==> src/design/exec_isa_pkg.sv <==
package exec_isa_pkg;

	localparam int ALU_OPC_W = 5;

	localparam logic [ALU_OPC_W-1:0] ALU_OPC_ADD   = 5'h00;
	localparam logic [ALU_OPC_W-1:0] ALU_OPC_ADDC  = 5'h01;
	localparam logic [ALU_OPC_W-1:0] ALU_OPC_SUB   = 5'h02;
	localparam logic [ALU_OPC_W-1:0] ALU_OPC_SUBC  = 5'h03;
	localparam logic [ALU_OPC_W-1:0] ALU_OPC_LSL   = 5'h04;
	localparam logic [ALU_OPC_W-1:0] ALU_OPC_LSR   = 5'h05;
	localparam logic [ALU_OPC_W-1:0] ALU_OPC_AND   = 5'h06;
	localparam logic [ALU_OPC_W-1:0] ALU_OPC_XOR   = 5'h07;
	localparam logic [ALU_OPC_W-1:0] ALU_OPC_BIC   = 5'h08;
	localparam logic [ALU_OPC_W-1:0] ALU_OPC_BST   = 5'h09;
	localparam logic [ALU_OPC_W-1:0] ALU_OPC_OR    = 5'h0a;
	localparam logic [ALU_OPC_W-1:0] ALU_OPC_COPYB = 5'h0b;
	localparam logic [ALU_OPC_W-1:0] ALU_OPC_CMP   = 5'h0c;
	localparam logic [ALU_OPC_W-1:0] ALU_OPC_MOVHI = 5'h0d;
	localparam logic [ALU_OPC_W-1:0] ALU_OPC_ASR   = 5'h0e;
	localparam logic [ALU_OPC_W-1:0] ALU_OPC_MUL   = 5'h0f;
	localparam logic [ALU_OPC_W-1:0] ALU_OPC_COPYA = 5'h10;
	localparam logic [ALU_OPC_W-1:0] ALU_OPC_SWI   = 5'h11;
	localparam logic [ALU_OPC_W-1:0] ALU_OPC_RFE   = 5'h12;
	localparam logic [ALU_OPC_W-1:0] ALU_OPC_GCR   = 5'h13;

	localparam int BRANCH_CC_W = 4;

	// unsigned tests use carry, signed tests use n and o.
	localparam logic [BRANCH_CC_W-1:0] BRANCH_CC_NE   = 4'b0001;
	localparam logic [BRANCH_CC_W-1:0] BRANCH_CC_EQ   = 4'b0010;
	localparam logic [BRANCH_CC_W-1:0] BRANCH_CC_GT   = 4'b0011;
	localparam logic [BRANCH_CC_W-1:0] BRANCH_CC_LT   = 4'b0100;
	localparam logic [BRANCH_CC_W-1:0] BRANCH_CC_GTS  = 4'b0101;
	localparam logic [BRANCH_CC_W-1:0] BRANCH_CC_LTS  = 4'b0110;
	localparam logic [BRANCH_CC_W-1:0] BRANCH_CC_B    = 4'b0111;
	localparam logic [BRANCH_CC_W-1:0] BRANCH_CC_GTE  = 4'b1000;
	localparam logic [BRANCH_CC_W-1:0] BRANCH_CC_GTES = 4'b1001;
	localparam logic [BRANCH_CC_W-1:0] BRANCH_CC_LTE  = 4'b1010;
	localparam logic [BRANCH_CC_W-1:0] BRANCH_CC_LTES = 4'b1011;

	localparam int CLASS_W = 2;

	localparam logic [CLASS_W-1:0] CLASS_ARITH  = 2'b00;
	localparam logic [CLASS_W-1:0] CLASS_BRANCH = 2'b01;
	localparam logic [CLASS_W-1:0] CLASS_MEM    = 2'b10;

	// results the memory stage can hold.
	localparam int EXEC_CREDITS = 2;
	localparam int CREDIT_W = $clog2(EXEC_CREDITS + 1);

endpackage

==> src/design/exec_cr_pkg.sv <==
package exec_cr_pkg;

	localparam int CR_SEL_W = 3;

	localparam logic [CR_SEL_W-1:0] CR_VECTOR    = 3'd0;
	localparam logic [CR_SEL_W-1:0] CR_PSR       = 3'd1;
	localparam logic [CR_SEL_W-1:0] CR_SAVED_PSR = 3'd2;
	localparam logic [CR_SEL_W-1:0] CR_FAULT     = 3'd3;

	localparam int CR_PSR_RSVD_W = 27;
	localparam int CR_PSR_W = 32 - CR_PSR_RSVD_W;
	localparam int CR_VEC_BASE_W = 26;
	localparam int CR_VEC_OFS_W = 32 - CR_VEC_BASE_W;

	// software interrupt slot in the vector table.
	localparam logic [CR_VEC_OFS_W-1:0] SWI_VECTOR_OFFSET = 6'd8;

	// one control register word, read as status or as vector table address.
	typedef union packed {
		struct packed {
			logic [CR_PSR_RSVD_W-1:0] rsvd;
			logic irqs_enabled;
			logic n;
			logic o;
			logic c;
			logic z;
		} status;
		struct packed {
			logic [CR_VEC_BASE_W-1:0] base;
			logic [CR_VEC_OFS_W-1:0] offset;
		} vector;
	} cr_word_u;

endpackage

==> src/design/exec_alu.sv <==
`timescale 1ns/1ps

module exec_alu (
	input  logic [31:0] i_ra,
	input  logic [31:0] i_rb,
	input  logic [31:0] i_imm32,
	input  logic [31:0] i_pc_plus_4,
	input  logic [exec_isa_pkg::ALU_OPC_W-1:0] i_alu_opc,
	input  logic i_op1_ra,
	input  logic i_op1_rb,
	input  logic i_op2_rb,
	input  logic i_carry,
	input  logic [31:0] i_cr_rd_val,
	input  logic [31:0] i_saved_pc,
	input  logic [exec_cr_pkg::CR_VEC_BASE_W-1:0] i_vector_base,
	output logic [31:0] o_result,
	output logic [31:0] o_op2,
	output logic o_c,
	output logic o_z,
	output logic o_n,
	output logic o_o
);

	import exec_isa_pkg::*;
	import exec_cr_pkg::*;

	logic [31:0] op1;
	logic [31:0] op2;
	logic [31:0] result;
	logic carry;
	logic neg;
	logic ovf;
	cr_word_u swi_word;

	// ra wins over rb, pc is the fallback.
	assign op1 = i_op1_ra ? i_ra : i_op1_rb ? i_rb : i_pc_plus_4;
	assign op2 = i_op2_rb ? i_rb : i_imm32;

	always_comb begin
		swi_word = '0;
		swi_word.vector.base = i_vector_base;
		swi_word.vector.offset = SWI_VECTOR_OFFSET;
	end

	always_comb begin
		result = '0;
		carry = 1'b0;
		neg = 1'b0;
		ovf = 1'b0;

		case (i_alu_opc)
		ALU_OPC_ADD:
			{carry, result} = {1'b0, op1} + {1'b0, op2};
		ALU_OPC_ADDC:
			{carry, result} = {1'b0, op1} + {1'b0, op2} + {32'b0, i_carry};
		ALU_OPC_SUB:
			{carry, result} = {1'b0, op1} - {1'b0, op2};
		ALU_OPC_SUBC:
			{carry, result} = {1'b0, op1} - {1'b0, op2} - {32'b0, i_carry};
		ALU_OPC_MUL:
			{carry, result} = {1'b0, op1} * {1'b0, op2};
		ALU_OPC_LSL:
			{carry, result} = {1'b0, op1} << op2[4:0];
		ALU_OPC_LSR:
			result = op1 >> op2[4:0];
		ALU_OPC_ASR:
			result = $signed(op1) >>> op2[4:0];
		ALU_OPC_AND:
			result = op1 & op2;
		ALU_OPC_OR:
			result = op1 | op2;
		ALU_OPC_XOR:
			result = op1 ^ op2;
		ALU_OPC_BIC:
			result = op1 & ~(32'd1 << op2[4:0]);
		ALU_OPC_BST:
			result = op1 | (32'd1 << op2[4:0]);
		ALU_OPC_CMP: begin
			{carry, result} = {1'b0, op1} - {1'b0, op2};
			// signs differ and the difference took the sign of op2.
			ovf = (op1[31] ^ op2[31]) && (result[31] == op2[31]);
			neg = result[31];
		end
		ALU_OPC_MOVHI:
			result = op1 | {16'b0, op2[15:0]};
		ALU_OPC_COPYA:
			result = op1;
		ALU_OPC_COPYB:
			result = op2;
		ALU_OPC_GCR:
			result = i_cr_rd_val;
		ALU_OPC_SWI:
			result = swi_word;
		ALU_OPC_RFE:
			result = i_saved_pc;
		default:
			result = '0;
		endcase
	end

	assign o_result = result;
	assign o_op2 = op2;
	assign o_c = carry;
	assign o_z = (op1 == op2);
	assign o_n = neg;
	assign o_o = ovf;

endmodule

==> src/design/exec_ctrl_regs.sv <==
`timescale 1ns/1ps

module exec_ctrl_regs (
	input  logic clk,
	input  logic rst,
	input  logic i_accept,
	input  logic [31:0] i_ra,
	input  logic [31:0] i_pc_plus_4,
	input  logic [exec_cr_pkg::CR_SEL_W-1:0] i_cr_sel,
	input  logic i_write_cr,
	input  logic i_update_flags,
	input  logic i_update_carry,
	input  logic i_alu_c,
	input  logic i_alu_z,
	input  logic i_alu_n,
	input  logic i_alu_o,
	input  logic i_is_swi,
	input  logic i_is_rfe,
	input  logic i_irq_start,
	input  logic [31:0] i_irq_fault_address,
	input  logic [exec_isa_pkg::BRANCH_CC_W-1:0] i_branch_cond,
	input  logic [exec_cr_pkg::CR_SEL_W-1:0] i_dbg_cr_sel,
	input  logic i_dbg_cr_wr_en,
	input  logic [31:0] i_dbg_cr_wr_val,
	output logic o_carry,
	output logic [31:0] o_cr_rd_val,
	output logic [31:0] o_saved_pc,
	output logic [exec_cr_pkg::CR_VEC_BASE_W-1:0] o_vector_base,
	output logic o_cond_met,
	output logic o_irqs_enabled,
	output logic [31:0] o_dbg_cr_val
);

	import exec_isa_pkg::*;
	import exec_cr_pkg::*;

	logic flag_z;
	logic flag_c;
	logic flag_n;
	logic flag_o;
	logic irqs_enabled;
	logic [CR_PSR_W-1:0] saved_psr;
	logic [31:0] fault_address;
	logic [CR_VEC_BASE_W-1:0] vector_base;

	logic cpu_wr;
	logic exc_entry;
	cr_word_u ra_word;
	cr_word_u dbg_word;
	cr_word_u vec_word;
	cr_word_u psr_word;
	cr_word_u spsr_word;
	logic [31:0] cr_file [8];

	assign cpu_wr = i_accept && i_write_cr;
	assign exc_entry = i_accept && (i_is_swi || i_irq_start);
	assign ra_word = i_ra;
	assign dbg_word = i_dbg_cr_wr_val;

	always_comb begin
		vec_word = '0;
		vec_word.vector.base = vector_base;
		psr_word = '0;
		psr_word.status.irqs_enabled = irqs_enabled;
		psr_word.status.n = flag_n;
		psr_word.status.o = flag_o;
		psr_word.status.c = flag_c;
		psr_word.status.z = flag_z;
		spsr_word = {{CR_PSR_RSVD_W{1'b0}}, saved_psr};
	end

	// indices past the fault register read as zero.
	always_comb begin
		for (int i = 0; i < 8; i++)
			cr_file[i] = '0;
		cr_file[CR_VECTOR] = vec_word;
		cr_file[CR_PSR] = psr_word;
		cr_file[CR_SAVED_PSR] = spsr_word;
		cr_file[CR_FAULT] = fault_address;
	end

	assign o_cr_rd_val = cr_file[i_cr_sel];
	assign o_dbg_cr_val = cr_file[i_dbg_cr_sel];

	always_ff @(posedge clk) begin
		if (rst)
			vector_base <= '0;
		else if (i_dbg_cr_wr_en && i_dbg_cr_sel == CR_VECTOR)
			vector_base <= dbg_word.vector.base;
		else if (cpu_wr && i_cr_sel == CR_VECTOR)
			vector_base <= ra_word.vector.base;
	end

	always_ff @(posedge clk) begin
		if (rst)
			saved_psr <= '0;
		else if (i_dbg_cr_wr_en && i_dbg_cr_sel == CR_SAVED_PSR)
			saved_psr <= i_dbg_cr_wr_val[CR_PSR_W-1:0];
		else if (exc_entry)
			saved_psr <= psr_word[CR_PSR_W-1:0];
		else if (cpu_wr && i_cr_sel == CR_SAVED_PSR)
			saved_psr <= i_ra[CR_PSR_W-1:0];
	end

	always_ff @(posedge clk) begin
		if (rst)
			fault_address <= '0;
		else if (i_dbg_cr_wr_en && i_dbg_cr_sel == CR_FAULT)
			fault_address <= i_dbg_cr_wr_val;
		else if (i_accept && i_irq_start)
			fault_address <= i_irq_fault_address;
		else if (i_accept && i_is_swi)
			fault_address <= i_pc_plus_4;
		else if (cpu_wr && i_cr_sel == CR_FAULT)
			fault_address <= i_ra;
	end

	// psr write beats rfe, rfe beats flag updates.
	always_ff @(posedge clk) begin
		if (rst) begin
			{irqs_enabled, flag_n, flag_o, flag_c, flag_z} <= '0;
		end else if (i_dbg_cr_wr_en && i_dbg_cr_sel == CR_PSR) begin
			{irqs_enabled, flag_n, flag_o, flag_c, flag_z} <= dbg_word[CR_PSR_W-1:0];
		end else if (cpu_wr && i_cr_sel == CR_PSR) begin
			{irqs_enabled, flag_n, flag_o, flag_c, flag_z} <= ra_word[CR_PSR_W-1:0];
		end else if (i_accept && i_is_rfe) begin
			{irqs_enabled, flag_n, flag_o, flag_c, flag_z} <= saved_psr;
		end else if (i_accept) begin
			if (i_update_flags) begin
				flag_z <= i_alu_z;
				flag_n <= i_alu_n;
				flag_o <= i_alu_o;
			end
			if (i_update_carry)
				flag_c <= i_alu_c;
			if (exc_entry)
				irqs_enabled <= 1'b0;
		end
	end

	always_comb begin
		case (i_branch_cond)
		BRANCH_CC_B:    o_cond_met = 1'b1;
		BRANCH_CC_NE:   o_cond_met = !flag_z;
		BRANCH_CC_EQ:   o_cond_met = flag_z;
		BRANCH_CC_GT:   o_cond_met = !flag_c && !flag_z;
		BRANCH_CC_LT:   o_cond_met = flag_c;
		BRANCH_CC_GTS:  o_cond_met = !flag_z && (flag_n == flag_o);
		BRANCH_CC_LTS:  o_cond_met = flag_n != flag_o;
		BRANCH_CC_GTE:  o_cond_met = !flag_c;
		BRANCH_CC_GTES: o_cond_met = flag_n == flag_o;
		BRANCH_CC_LTE:  o_cond_met = flag_c || flag_z;
		BRANCH_CC_LTES: o_cond_met = (flag_n != flag_o) || flag_z;
		default:        o_cond_met = 1'b0;
		endcase
	end

	assign o_carry = flag_c;
	assign o_saved_pc = fault_address;
	assign o_vector_base = vector_base;
	assign o_irqs_enabled = irqs_enabled;

	a_swi_rfe_excl: assert property (@(posedge clk) disable iff (rst)
		i_accept |-> !(i_is_swi && i_is_rfe));

	// only accepted instructions and debug writes touch state.
	a_idle_stable: assert property (@(posedge clk) disable iff (rst)
		!i_accept && !i_dbg_cr_wr_en |=>
		$stable({irqs_enabled, flag_n, flag_o, flag_c, flag_z,
			saved_psr, fault_address, vector_base}));

endmodule

==> src/design/exec_retire.sv <==
`timescale 1ns/1ps

module exec_retire (
	input  logic clk,
	input  logic rst,
	input  logic i_valid,
	input  logic i_credit_return,
	input  logic [exec_isa_pkg::CLASS_W-1:0] i_instr_class,
	input  logic i_cond_met,
	input  logic i_is_swi,
	input  logic i_is_rfe,
	input  logic i_is_call,
	input  logic i_update_rd,
	input  logic [3:0] i_rd_sel,
	input  logic i_mem_load,
	input  logic i_mem_store,
	input  logic [1:0] i_mem_width,
	input  logic [31:0] i_result,
	input  logic [31:0] i_op2,
	input  logic [31:0] i_rb,
	input  logic [31:0] i_pc_plus_4,
	output logic o_ready,
	output logic o_accept,
	output logic o_res_valid,
	output logic [31:0] o_wr_val,
	output logic o_wr_result,
	output logic [3:0] o_rd_sel,
	output logic o_branch_taken,
	output logic o_mem_load,
	output logic o_mem_store,
	output logic [1:0] o_mem_width,
	output logic [31:0] o_mar,
	output logic [31:0] o_mdr
);

	import exec_isa_pkg::*;

	logic [CREDIT_W-1:0] credits;
	logic accept;

	// ready looks only at the counter.
	assign o_ready = (credits != '0);
	assign accept = i_valid && o_ready;
	assign o_accept = accept;

	always_ff @(posedge clk) begin
		if (rst)
			credits <= CREDIT_W'(EXEC_CREDITS);
		else if (accept && !i_credit_return)
			credits <= credits - 1'b1;
		else if (!accept && i_credit_return)
			credits <= credits + 1'b1;
	end

	always_ff @(posedge clk) begin
		if (rst) begin
			o_res_valid <= 1'b0;
			o_wr_result <= 1'b0;
			o_branch_taken <= 1'b0;
			o_mem_load <= 1'b0;
			o_mem_store <= 1'b0;
		end else begin
			o_res_valid <= accept;
			o_wr_result <= accept && i_update_rd;
			o_branch_taken <= accept && i_instr_class == CLASS_BRANCH &&
				(i_cond_met || i_is_swi || i_is_rfe);
			o_mem_load <= accept && i_mem_load;
			o_mem_store <= accept && i_mem_store;
		end
	end

	always_ff @(posedge clk) begin
		if (accept) begin
			o_rd_sel <= i_rd_sel;
			o_wr_val <= i_is_call ? i_pc_plus_4 :
				i_mem_store ? i_op2 : i_result;
			if (i_mem_load || i_mem_store) begin
				o_mar <= i_result;
				o_mem_width <= i_mem_width;
			end
			if (i_mem_store)
				o_mdr <= i_rb;
		end
	end

	a_credit_max: assert property (@(posedge clk) disable iff (rst)
		credits <= CREDIT_W'(EXEC_CREDITS));

	// an empty counter must not let a result through.
	a_no_issue_empty: assert property (@(posedge clk) disable iff (rst)
		credits == '0 |=> !o_res_valid);

endmodule

==> src/design/exec_top.sv <==
`timescale 1ns/1ps

module exec_top (
	input  logic clk,
	input  logic rst,
	input  logic i_valid,
	input  logic [31:0] i_ra,
	input  logic [31:0] i_rb,
	input  logic [31:0] i_imm32,
	input  logic [31:0] i_pc_plus_4,
	input  logic [3:0] i_rd_sel,
	input  logic i_update_rd,
	input  logic [exec_isa_pkg::ALU_OPC_W-1:0] i_alu_opc,
	input  logic i_op1_ra,
	input  logic i_op1_rb,
	input  logic i_op2_rb,
	input  logic i_mem_load,
	input  logic i_mem_store,
	input  logic [1:0] i_mem_width,
	input  logic [exec_isa_pkg::BRANCH_CC_W-1:0] i_branch_cond,
	input  logic [exec_isa_pkg::CLASS_W-1:0] i_instr_class,
	input  logic i_is_call,
	input  logic i_update_carry,
	input  logic i_update_flags,
	input  logic [exec_cr_pkg::CR_SEL_W-1:0] i_cr_sel,
	input  logic i_write_cr,
	input  logic i_is_swi,
	input  logic i_is_rfe,
	input  logic i_irq_start,
	input  logic [31:0] i_irq_fault_address,
	output logic o_ready,
	output logic o_irqs_enabled,
	output logic o_res_valid,
	output logic [31:0] o_wr_val,
	output logic o_wr_result,
	output logic [3:0] o_rd_sel,
	output logic o_branch_taken,
	output logic o_mem_load,
	output logic o_mem_store,
	output logic [1:0] o_mem_width,
	output logic [31:0] o_mar,
	output logic [31:0] o_mdr,
	input  logic i_credit_return,
	input  logic [exec_cr_pkg::CR_SEL_W-1:0] i_dbg_cr_sel,
	output logic [31:0] o_dbg_cr_val,
	input  logic i_dbg_cr_wr_en,
	input  logic [31:0] i_dbg_cr_wr_val
);

	logic accept;
	logic carry;
	logic cond_met;
	logic [31:0] cr_rd_val;
	logic [31:0] saved_pc;
	logic [exec_cr_pkg::CR_VEC_BASE_W-1:0] vector_base;
	logic [31:0] alu_result;
	logic [31:0] alu_op2;
	logic alu_c;
	logic alu_z;
	logic alu_n;
	logic alu_o;

	exec_alu u_alu (
		.i_ra(i_ra),
		.i_rb(i_rb),
		.i_imm32(i_imm32),
		.i_pc_plus_4(i_pc_plus_4),
		.i_alu_opc(i_alu_opc),
		.i_op1_ra(i_op1_ra),
		.i_op1_rb(i_op1_rb),
		.i_op2_rb(i_op2_rb),
		.i_carry(carry),
		.i_cr_rd_val(cr_rd_val),
		.i_saved_pc(saved_pc),
		.i_vector_base(vector_base),
		.o_result(alu_result),
		.o_op2(alu_op2),
		.o_c(alu_c),
		.o_z(alu_z),
		.o_n(alu_n),
		.o_o(alu_o)
	);

	exec_ctrl_regs u_ctrl_regs (
		.clk(clk),
		.rst(rst),
		.i_accept(accept),
		.i_ra(i_ra),
		.i_pc_plus_4(i_pc_plus_4),
		.i_cr_sel(i_cr_sel),
		.i_write_cr(i_write_cr),
		.i_update_flags(i_update_flags),
		.i_update_carry(i_update_carry),
		.i_alu_c(alu_c),
		.i_alu_z(alu_z),
		.i_alu_n(alu_n),
		.i_alu_o(alu_o),
		.i_is_swi(i_is_swi),
		.i_is_rfe(i_is_rfe),
		.i_irq_start(i_irq_start),
		.i_irq_fault_address(i_irq_fault_address),
		.i_branch_cond(i_branch_cond),
		.i_dbg_cr_sel(i_dbg_cr_sel),
		.i_dbg_cr_wr_en(i_dbg_cr_wr_en),
		.i_dbg_cr_wr_val(i_dbg_cr_wr_val),
		.o_carry(carry),
		.o_cr_rd_val(cr_rd_val),
		.o_saved_pc(saved_pc),
		.o_vector_base(vector_base),
		.o_cond_met(cond_met),
		.o_irqs_enabled(o_irqs_enabled),
		.o_dbg_cr_val(o_dbg_cr_val)
	);

	exec_retire u_retire (
		.clk(clk),
		.rst(rst),
		.i_valid(i_valid),
		.i_credit_return(i_credit_return),
		.i_instr_class(i_instr_class),
		.i_cond_met(cond_met),
		.i_is_swi(i_is_swi),
		.i_is_rfe(i_is_rfe),
		.i_is_call(i_is_call),
		.i_update_rd(i_update_rd),
		.i_rd_sel(i_rd_sel),
		.i_mem_load(i_mem_load),
		.i_mem_store(i_mem_store),
		.i_mem_width(i_mem_width),
		.i_result(alu_result),
		.i_op2(alu_op2),
		.i_rb(i_rb),
		.i_pc_plus_4(i_pc_plus_4),
		.o_ready(o_ready),
		.o_accept(accept),
		.o_res_valid(o_res_valid),
		.o_wr_val(o_wr_val),
		.o_wr_result(o_wr_result),
		.o_rd_sel(o_rd_sel),
		.o_branch_taken(o_branch_taken),
		.o_mem_load(o_mem_load),
		.o_mem_store(o_mem_store),
		.o_mem_width(o_mem_width),
		.o_mar(o_mar),
		.o_mdr(o_mdr)
	);

endmodule

==> config.mk <==
export PLATFORM = sky130hd
export DESIGN_NAME = exec_top
export DESIGN_NICKNAME = d
export VERILOG_FILES = /design/src/design/exec_isa_pkg.sv /design/src/design/exec_cr_pkg.sv /design/src/design/exec_alu.sv /design/src/design/exec_ctrl_regs.sv /design/src/design/exec_retire.sv /design/src/design/exec_top.sv
export SDC_FILE = /design/constraint.sdc
export NUM_CORES = 2
export LEC_CHECK = 0
export BUFFER_PORTS_ARGS = -buffer_cell sky130_fd_sc_hd__buf_2
export CORE_ASPECT_RATIO = 0.5
export CORE_MARGIN = 2
export CORE_UTILIZATION = 40
export DETAILED_ROUTE_END_ITERATION = 10
export PLACE_DENSITY = 0.67
export SKIP_LAST_GASP = 1
export SYNTH_ARGS = -nofsm -noshare
export SYNTH_HDL_FRONTEND = slang
export SYNTH_SLANG_ARGS = --single-unit
==> constraint.sdc <==
create_clock -name clk -period 9.93 [get_ports clk]
set_clock_uncertainty 0.15 [all_clocks]
set_input_delay 0.4965 -clock clk [delete_from_list [all_inputs] [get_ports clk]]
set_output_delay 0.4965 -clock clk [all_outputs]
set_load 0.02 [all_outputs]
[Yosys cells after proc, flatten, opt, wreduce, memory -nomap -nowiden]
Index checks and enable logic that the tools add are counted.
Cells by class
  add/subtract/negate cells: 6
  multiply operators: 1
  magnitude comparators: 2
  equality and inequality tests: 41
  shift-type cells: 4
  mux-type cells: 52
  bitwise operators: 10
  reductions and logical operators: 52
Operator list (number)
  one-hot mux 32 bit (19 select lines): 1
  two-way mux 32 bit: 13
  binary-select mux 32 bit (select 3 bit): 2
  AND 32 bit: 2
  bitwise OR 32 bit: 2
  two-way mux 26 bit: 2
  == test 5 x 4 -> 1 bit (second input constant): 8
  adder 32 x 32 -> 33 bit: 1
  adder 33 x 1 -> 33 bit: 1
  multiplier 32 x 32 -> 33 bit: 1
  << shifter 32 x 5 -> 33 bit: 1
  subtractor 32 x 32 -> 33 bit: 1
  subtractor 33 x 1 -> 33 bit: 1
  == test 32 bit: 1
  NOT 32 bit: 1
  bitwise OR 32 x 16 -> 32 bit: 1
  << shifter 1 x 5 -> 32 bit (first input constant): 1
  >> shifter 32 x 5 -> 32 bit: 1
  >>> shifter 32 x 5 -> 32 bit: 1
  XOR 32 bit: 1
  two-way mux 1 bit: 27
  logical AND 1 bit: 24
  == test 5 x 3 -> 1 bit (second input constant): 4
  == test 5 bit (second input constant): 4
  other kinds (29): 66
Storage, ports and cells
  bits in registers: 177
  input port bits: 233
  output and inout port bits: 141
  logic and storage cells: 187

[Longest topological paths before layout]
  depth after elaboration: 11
  gate-level depth with buffers: 37

[Cells and area by module]
Synthesis repeated with hierarchy kept, for this count alone.
Second synthesis, totals
  cell total of the unflattened synthesis: 4632
  area total of the unflattened synthesis: 38356.8 µm²
Modules (own cells, without submodules)
  exec_alu: times used 1, cells an instance 3811, area each 29239.3 µm², sequential area each 0.0 µm²
  exec_ctrl_regs: times used 1, cells an instance 581, area each 5057.4 µm², sequential area each 1361.3 µm²
  exec_retire: times used 1, cells an instance 240, area each 4060.1 µm², sequential area each 3203.1 µm²

[Least setup slack after synthesis]
No wires, ideal clock.
  kind: input -> register
  from: in i_op2_rb
  to: reg u_retire.o_wr_val[31], data pin
  library setup time: 0.252 ns
  arrival: 9.051 ns
  path slack: 0.476 ns
  stages: 34
  path buffers: 7
  cells stage by stage: clkbuf_1 mux2_2 clkbuf_1 inv_2 buf_1 clkbuf_1 clkbuf_1 clkbuf_1 clkbuf_1 nor2_1 fa_1 inv_1 fa_1 inv_1 fa_1 fa_1 inv_1 fa_1 inv_1 fa_1 fa_1 ha_1 and3_1 a221oi_1 nor2_1 a21oi_1 o21ai_0 a211oi_1 o311ai_0 a221oi_1 o221ai_1 nor3_1 a31o_1 nand2_1
Between the ends
  cells in the longest elaborated chain, start to end: 7
  elaborated cells on any way between the ends: 19
  those cells by class: add/sub (4); mul (1); shift (4); mux (4); bitwise (6)
RTL lines
  start, declared: RTL line exec_top.sv:16  | input logic i_op2_rb,
  two-way mux 32 bit *: RTL line exec_alu.sv:37  | assign op2 = i_op2_rb ? i_rb : i_imm32;
  branches (longest 4 deep; another with multiplier 32 x 32 -> 33 bit)
  two-way mux 32 bit *: RTL line exec_retire.sv:76  | i_mem_store ? i_op2 : i_result;
  two-way mux 32 bit *: RTL line exec_retire.sv:75  | o_wr_val <= i_is_call ? i_pc_plus_4 :
  end signal, assigned: RTL line exec_retire.sv:75
  end, declared: RTL line exec_retire.sv:25  | output logic [31:0] o_wr_val,
Mark *: on every way between the ends.
A chain may end at the register's enable or synchronous reset.

[Worst setup path after layout]
  from: in i_op1_rb
  to: reg u_retire.o_wr_val[30], data pin
Between the ends
  cells in the longest elaborated chain, start to end: 7
  elaborated cells on any way between the ends: 19
  those cells by class: add/sub (4); mul (1); shift (3); mux (5); bitwise (6)
RTL lines
  start, declared: RTL line exec_top.sv:15  | input logic i_op1_rb,
  two-way mux 32 bit * (2 in series): RTL line exec_alu.sv:36  | assign op1 = i_op1_ra ? i_ra : i_op1_rb ? i_rb : i_pc_plus_4;
  branches (longest 2 deep; another with multiplier 32 x 32 -> 33 bit)
  one-hot mux 32 bit (19 select lines) *: RTL line exec_alu.sv:51  | case (i_alu_opc)
  via alu_result[30]: RTL line exec_top.sv:56  | logic [31:0] alu_result;
  two-way mux 32 bit *: RTL line exec_retire.sv:76
  two-way mux 32 bit *: RTL line exec_retire.sv:75
Mark *: on every way through the listed nets, which the timed path passes.

==> key figures <==
CTS
  • CTS H-tree depth: 4
  • Total CTS buffers: 17
  • CTS tree: built
  • Cts hold-fix bufs: 0
  • CTS Buffer Depth: 2
  • Worst-path clk slew: 0.07 ns
  • CTS Sinks: approximately 180
  • Root Driver: clkbuf_16
  • Clk Latency, worst-skew pair: 0.50 ns

Critical path
  • Crit path from: i_op1_rb
  • Crit path max fanout: 21
  • FF-to-FF End: u_retire.o_wr_val[8]$_DFFE_PP_
  • R2r worst-path depth: 11
  • CP peak stage delay: just under 0.6 ns
  • CP endpoint: u_retire.o_wr_val[30]$_DFFE_PP_
  • Worst setup path class: input port to flop
  • CP max stage cell: fa_1
  • Setup crit end kind: flop
  • CP required: around 10 ns
  • Worst path arrival time: 9.91 ns
  • Worst reg2reg startpoint: u_ctrl_regs.o_carry$_SDFFE_PP0P_
  • R2R Setup Slk: about 5.3 ns
  • Startpoint Class: input port
  • Crit path top cell by count: fa_1

GRT
  • Global router's overall resource usage: around 53%
  • Largest net degree at the start of global routing: 75
  • Vias in the first global route: 42400
  • First-pass GRT wire length: between 300000 and 400000 um
  • Initial antenna violation count: 46
  • GRT overflow: 0

STA
  • RSZ-0062 raised after global routing: false
  • Minimum clock period: just under 10 ns
  • Worst slew pin tran: ~1.5 ns
  • Fmax: approximately 0.10 GHz
  • Final cycle utilization of the critical path: 98.76%
  • # setup viols final: 0
  • Rel. slew slack: -1.766%
  • Fin. max-slew vios: 2
  • Final hold vios: 0

Layout
  • Register area: about 4600 sq um
  • Multi-input gate area: around 30000 sq um
  • Design area: 43450 sq um
  • Net count reported at finish: 6037
  • Ratio of cells with drive above 1 in the final layout: 16.53%
  • Area grow syn2layout: 14.30%
  • Fillers: 9257

Worst hold path
  • Worst hold path class: input port to flop

Routing
  • DR DRC count: 2
  • Pre-antenna DRT Iters: 11
  • DR iter-0 viols: roughly 8200
  • Routed WL: around 270000 um
  • Routed vias/inst: slightly below 7
  • WL per Instance: between 40 and 50 um
  • ANT nets after route: 0
  • Total number of vias: approximately 45000

Status
  • Status: complete, but fails checks
  • Failing checks: DRC, capacitance limit, slew limit

Floorplan
  • Num ports: 374
  • Std cell rows: 79
  • Die ar.: slightly below 100000 sq um
  • Starting density of the core: between 40% and 50%
  • DIE WIDTH: between 400 and 500 um
  • Die height: between 200 and 250 um
  • Placeable Area: about 94000 sq um

Synthesis
  • FF+latch count, synth: approximately 180
  • Synth cell count leaders: nor2_1, inv_1, nand2_1, fa_1, clkbuf_1
  • Ys Warns: 0
  • Post-Syn Instances: 4795
  • Seq/Total Area, Yosys: 12.01%
  • Fraction of registers with async set/reset: 0%
  • Synth Cell Area: roughly 38000 sq um
  • Average size of a mapped cell: about 8 sq um
  • Count of different cell masters after synthesis: 106
  • Ys flop type: edfxtp_1
  • Syn_nets: 5678
  • Cell with the most instances after synthesis: nor2_1
  • Synth top area share: a little under a quarter
  • Area contributors post-synth: fa_1, edfxtp_1, ha_1
  • Dominant cell type by area after synthesis: fa_1
  • Post-synth EDFFs: between 100 and 150

Placement
  • RePlAce Congestion: approximately 1.2
  • Buffers added on ports: ~370
  • HPWL after DPL: around 210000 um
  • Placement Cell Area: ~43000 sq um

Flow run
  • MaxCap Viol Count: 1
[cell families after synthesis]
kind of cell	share of synthesized area (%)
AOI/OAI and AO/OA	20.27
xor gates and xnor gates	4.321
adders and majority gates	30.08
buffers and inverters	8.521
DFF	12.01
muxes	6.207
and+or+nand+nor	18.59
[state kept, by name (all words and copies together), names as in the netlist, 2 cells and up]
signal	cells
u_retire.credits	2
u_retire.o_mem_width	2
u_retire.o_rd_sel	4
u_ctrl_regs.saved_psr	5
u_retire.o_mdr	32
u_ctrl_regs.o_saved_pc	32
u_ctrl_regs.o_vector_base	26
u_retire.o_wr_val	32
u_retire.o_mar	32
[routing by layer]
layer / global-route usage (%) / vias up / wire length (um)
met2: 68.84 / 4194 / 99540
met5: 0.4888 / - / 623
met4: 27.08 / 42 / 17780
li1: - / 17280 / -
met1: 68.30 / 22430 / 101200
met3: 29.80 / 963 / 46390
[worst min-delay path by stage]
stage,start,endpoint,slack [ns],cells past startpoint
after floorplan,u_ctrl_regs.o_saved_pc[5]$_SDFFE_PP0P_,u_ctrl_regs.o_saved_pc[5]$_SDFFE_PP0P_,0.33,2
after global placement,u_ctrl_regs.o_saved_pc[8]$_SDFFE_PP0P_,u_ctrl_regs.o_saved_pc[8]$_SDFFE_PP0P_,0.36,2
after detailed placement,u_ctrl_regs.o_vector_base[9]$_SDFFE_PP0P_,u_ctrl_regs.o_vector_base[9]$_SDFFE_PP0P_,0.37,2
after CTS,i_rd_sel[0],u_retire.o_rd_sel[0]$_DFFE_PP_,0.004,1
after global routing,i_rd_sel[3],u_retire.o_rd_sel[3]$_DFFE_PP_,0.01,1
final,i_rd_sel[3],u_retire.o_rd_sel[3]$_DFFE_PP_,0.02,1
[area by class of cell]
class / instances / area share (%)
tap: 1255 / 3.614
clock buffer: 19 / 1.094
clock inverter: 13 / 0.2534
inverter: 507 / 4.383
timing repair buffer: 684 / 10.05
antenna: 40 / 0.2304
multi-input combinational: 3767 / 69.87
sequential: 177 / 10.50
[placed cells by master (no fill, tap or decap), drive strengths merged, types with 66 or more instances in the layout]
cell type	instances
o21ai	220
nand3	99
a211oi	110
o211ai	66
nand2	466
ha	210
fa	440
inv	498
edfxtp	102
a21oi	230
nor3	80
dfxtp	75
buf	683
xnor2	144
nor2	690
mux2i	157
[critical path, delay by kind of cell]
kind	cells	cell delay (ns)
adders and majority gates	9	3.92
xor gates and xnor gates	1	0.21
buffers and inverters	12	2.05
muxes	2	0.82
AOI/OAI and AO/OA	8	2.07
and+or+nand+nor	4	0.33
[stage by stage]
stage	util, %	hold WS [ns]	setup TNS, ns	std cells	worst slack (ns)
after floorplan	-	0.3342	0	4795	0.4763
after global placement	45.67	0.3556	0	6389	0.1937
after detailed placement	45.68	0.3712	-0.008491	6390	-0.008491
after CTS	46.31	0.004088	0	6422	0.4889
after global routing	46.33	0.01083	0	6428	0.1158
final	46.42	0.01698	0	6462	0.1227
[timing repair]
| action | 4_1_cts | 5_1_grt |
|---|---|---|
| resized for setup | 0 | 1 |
| buffers inserted | 0 | 0 |
| setup endpoints to repair | 0 | 2 |
Power is left out: the tool's default activity adds up to more than one toggle a clock period on the data nets, which glitch-free logic cannot reach.
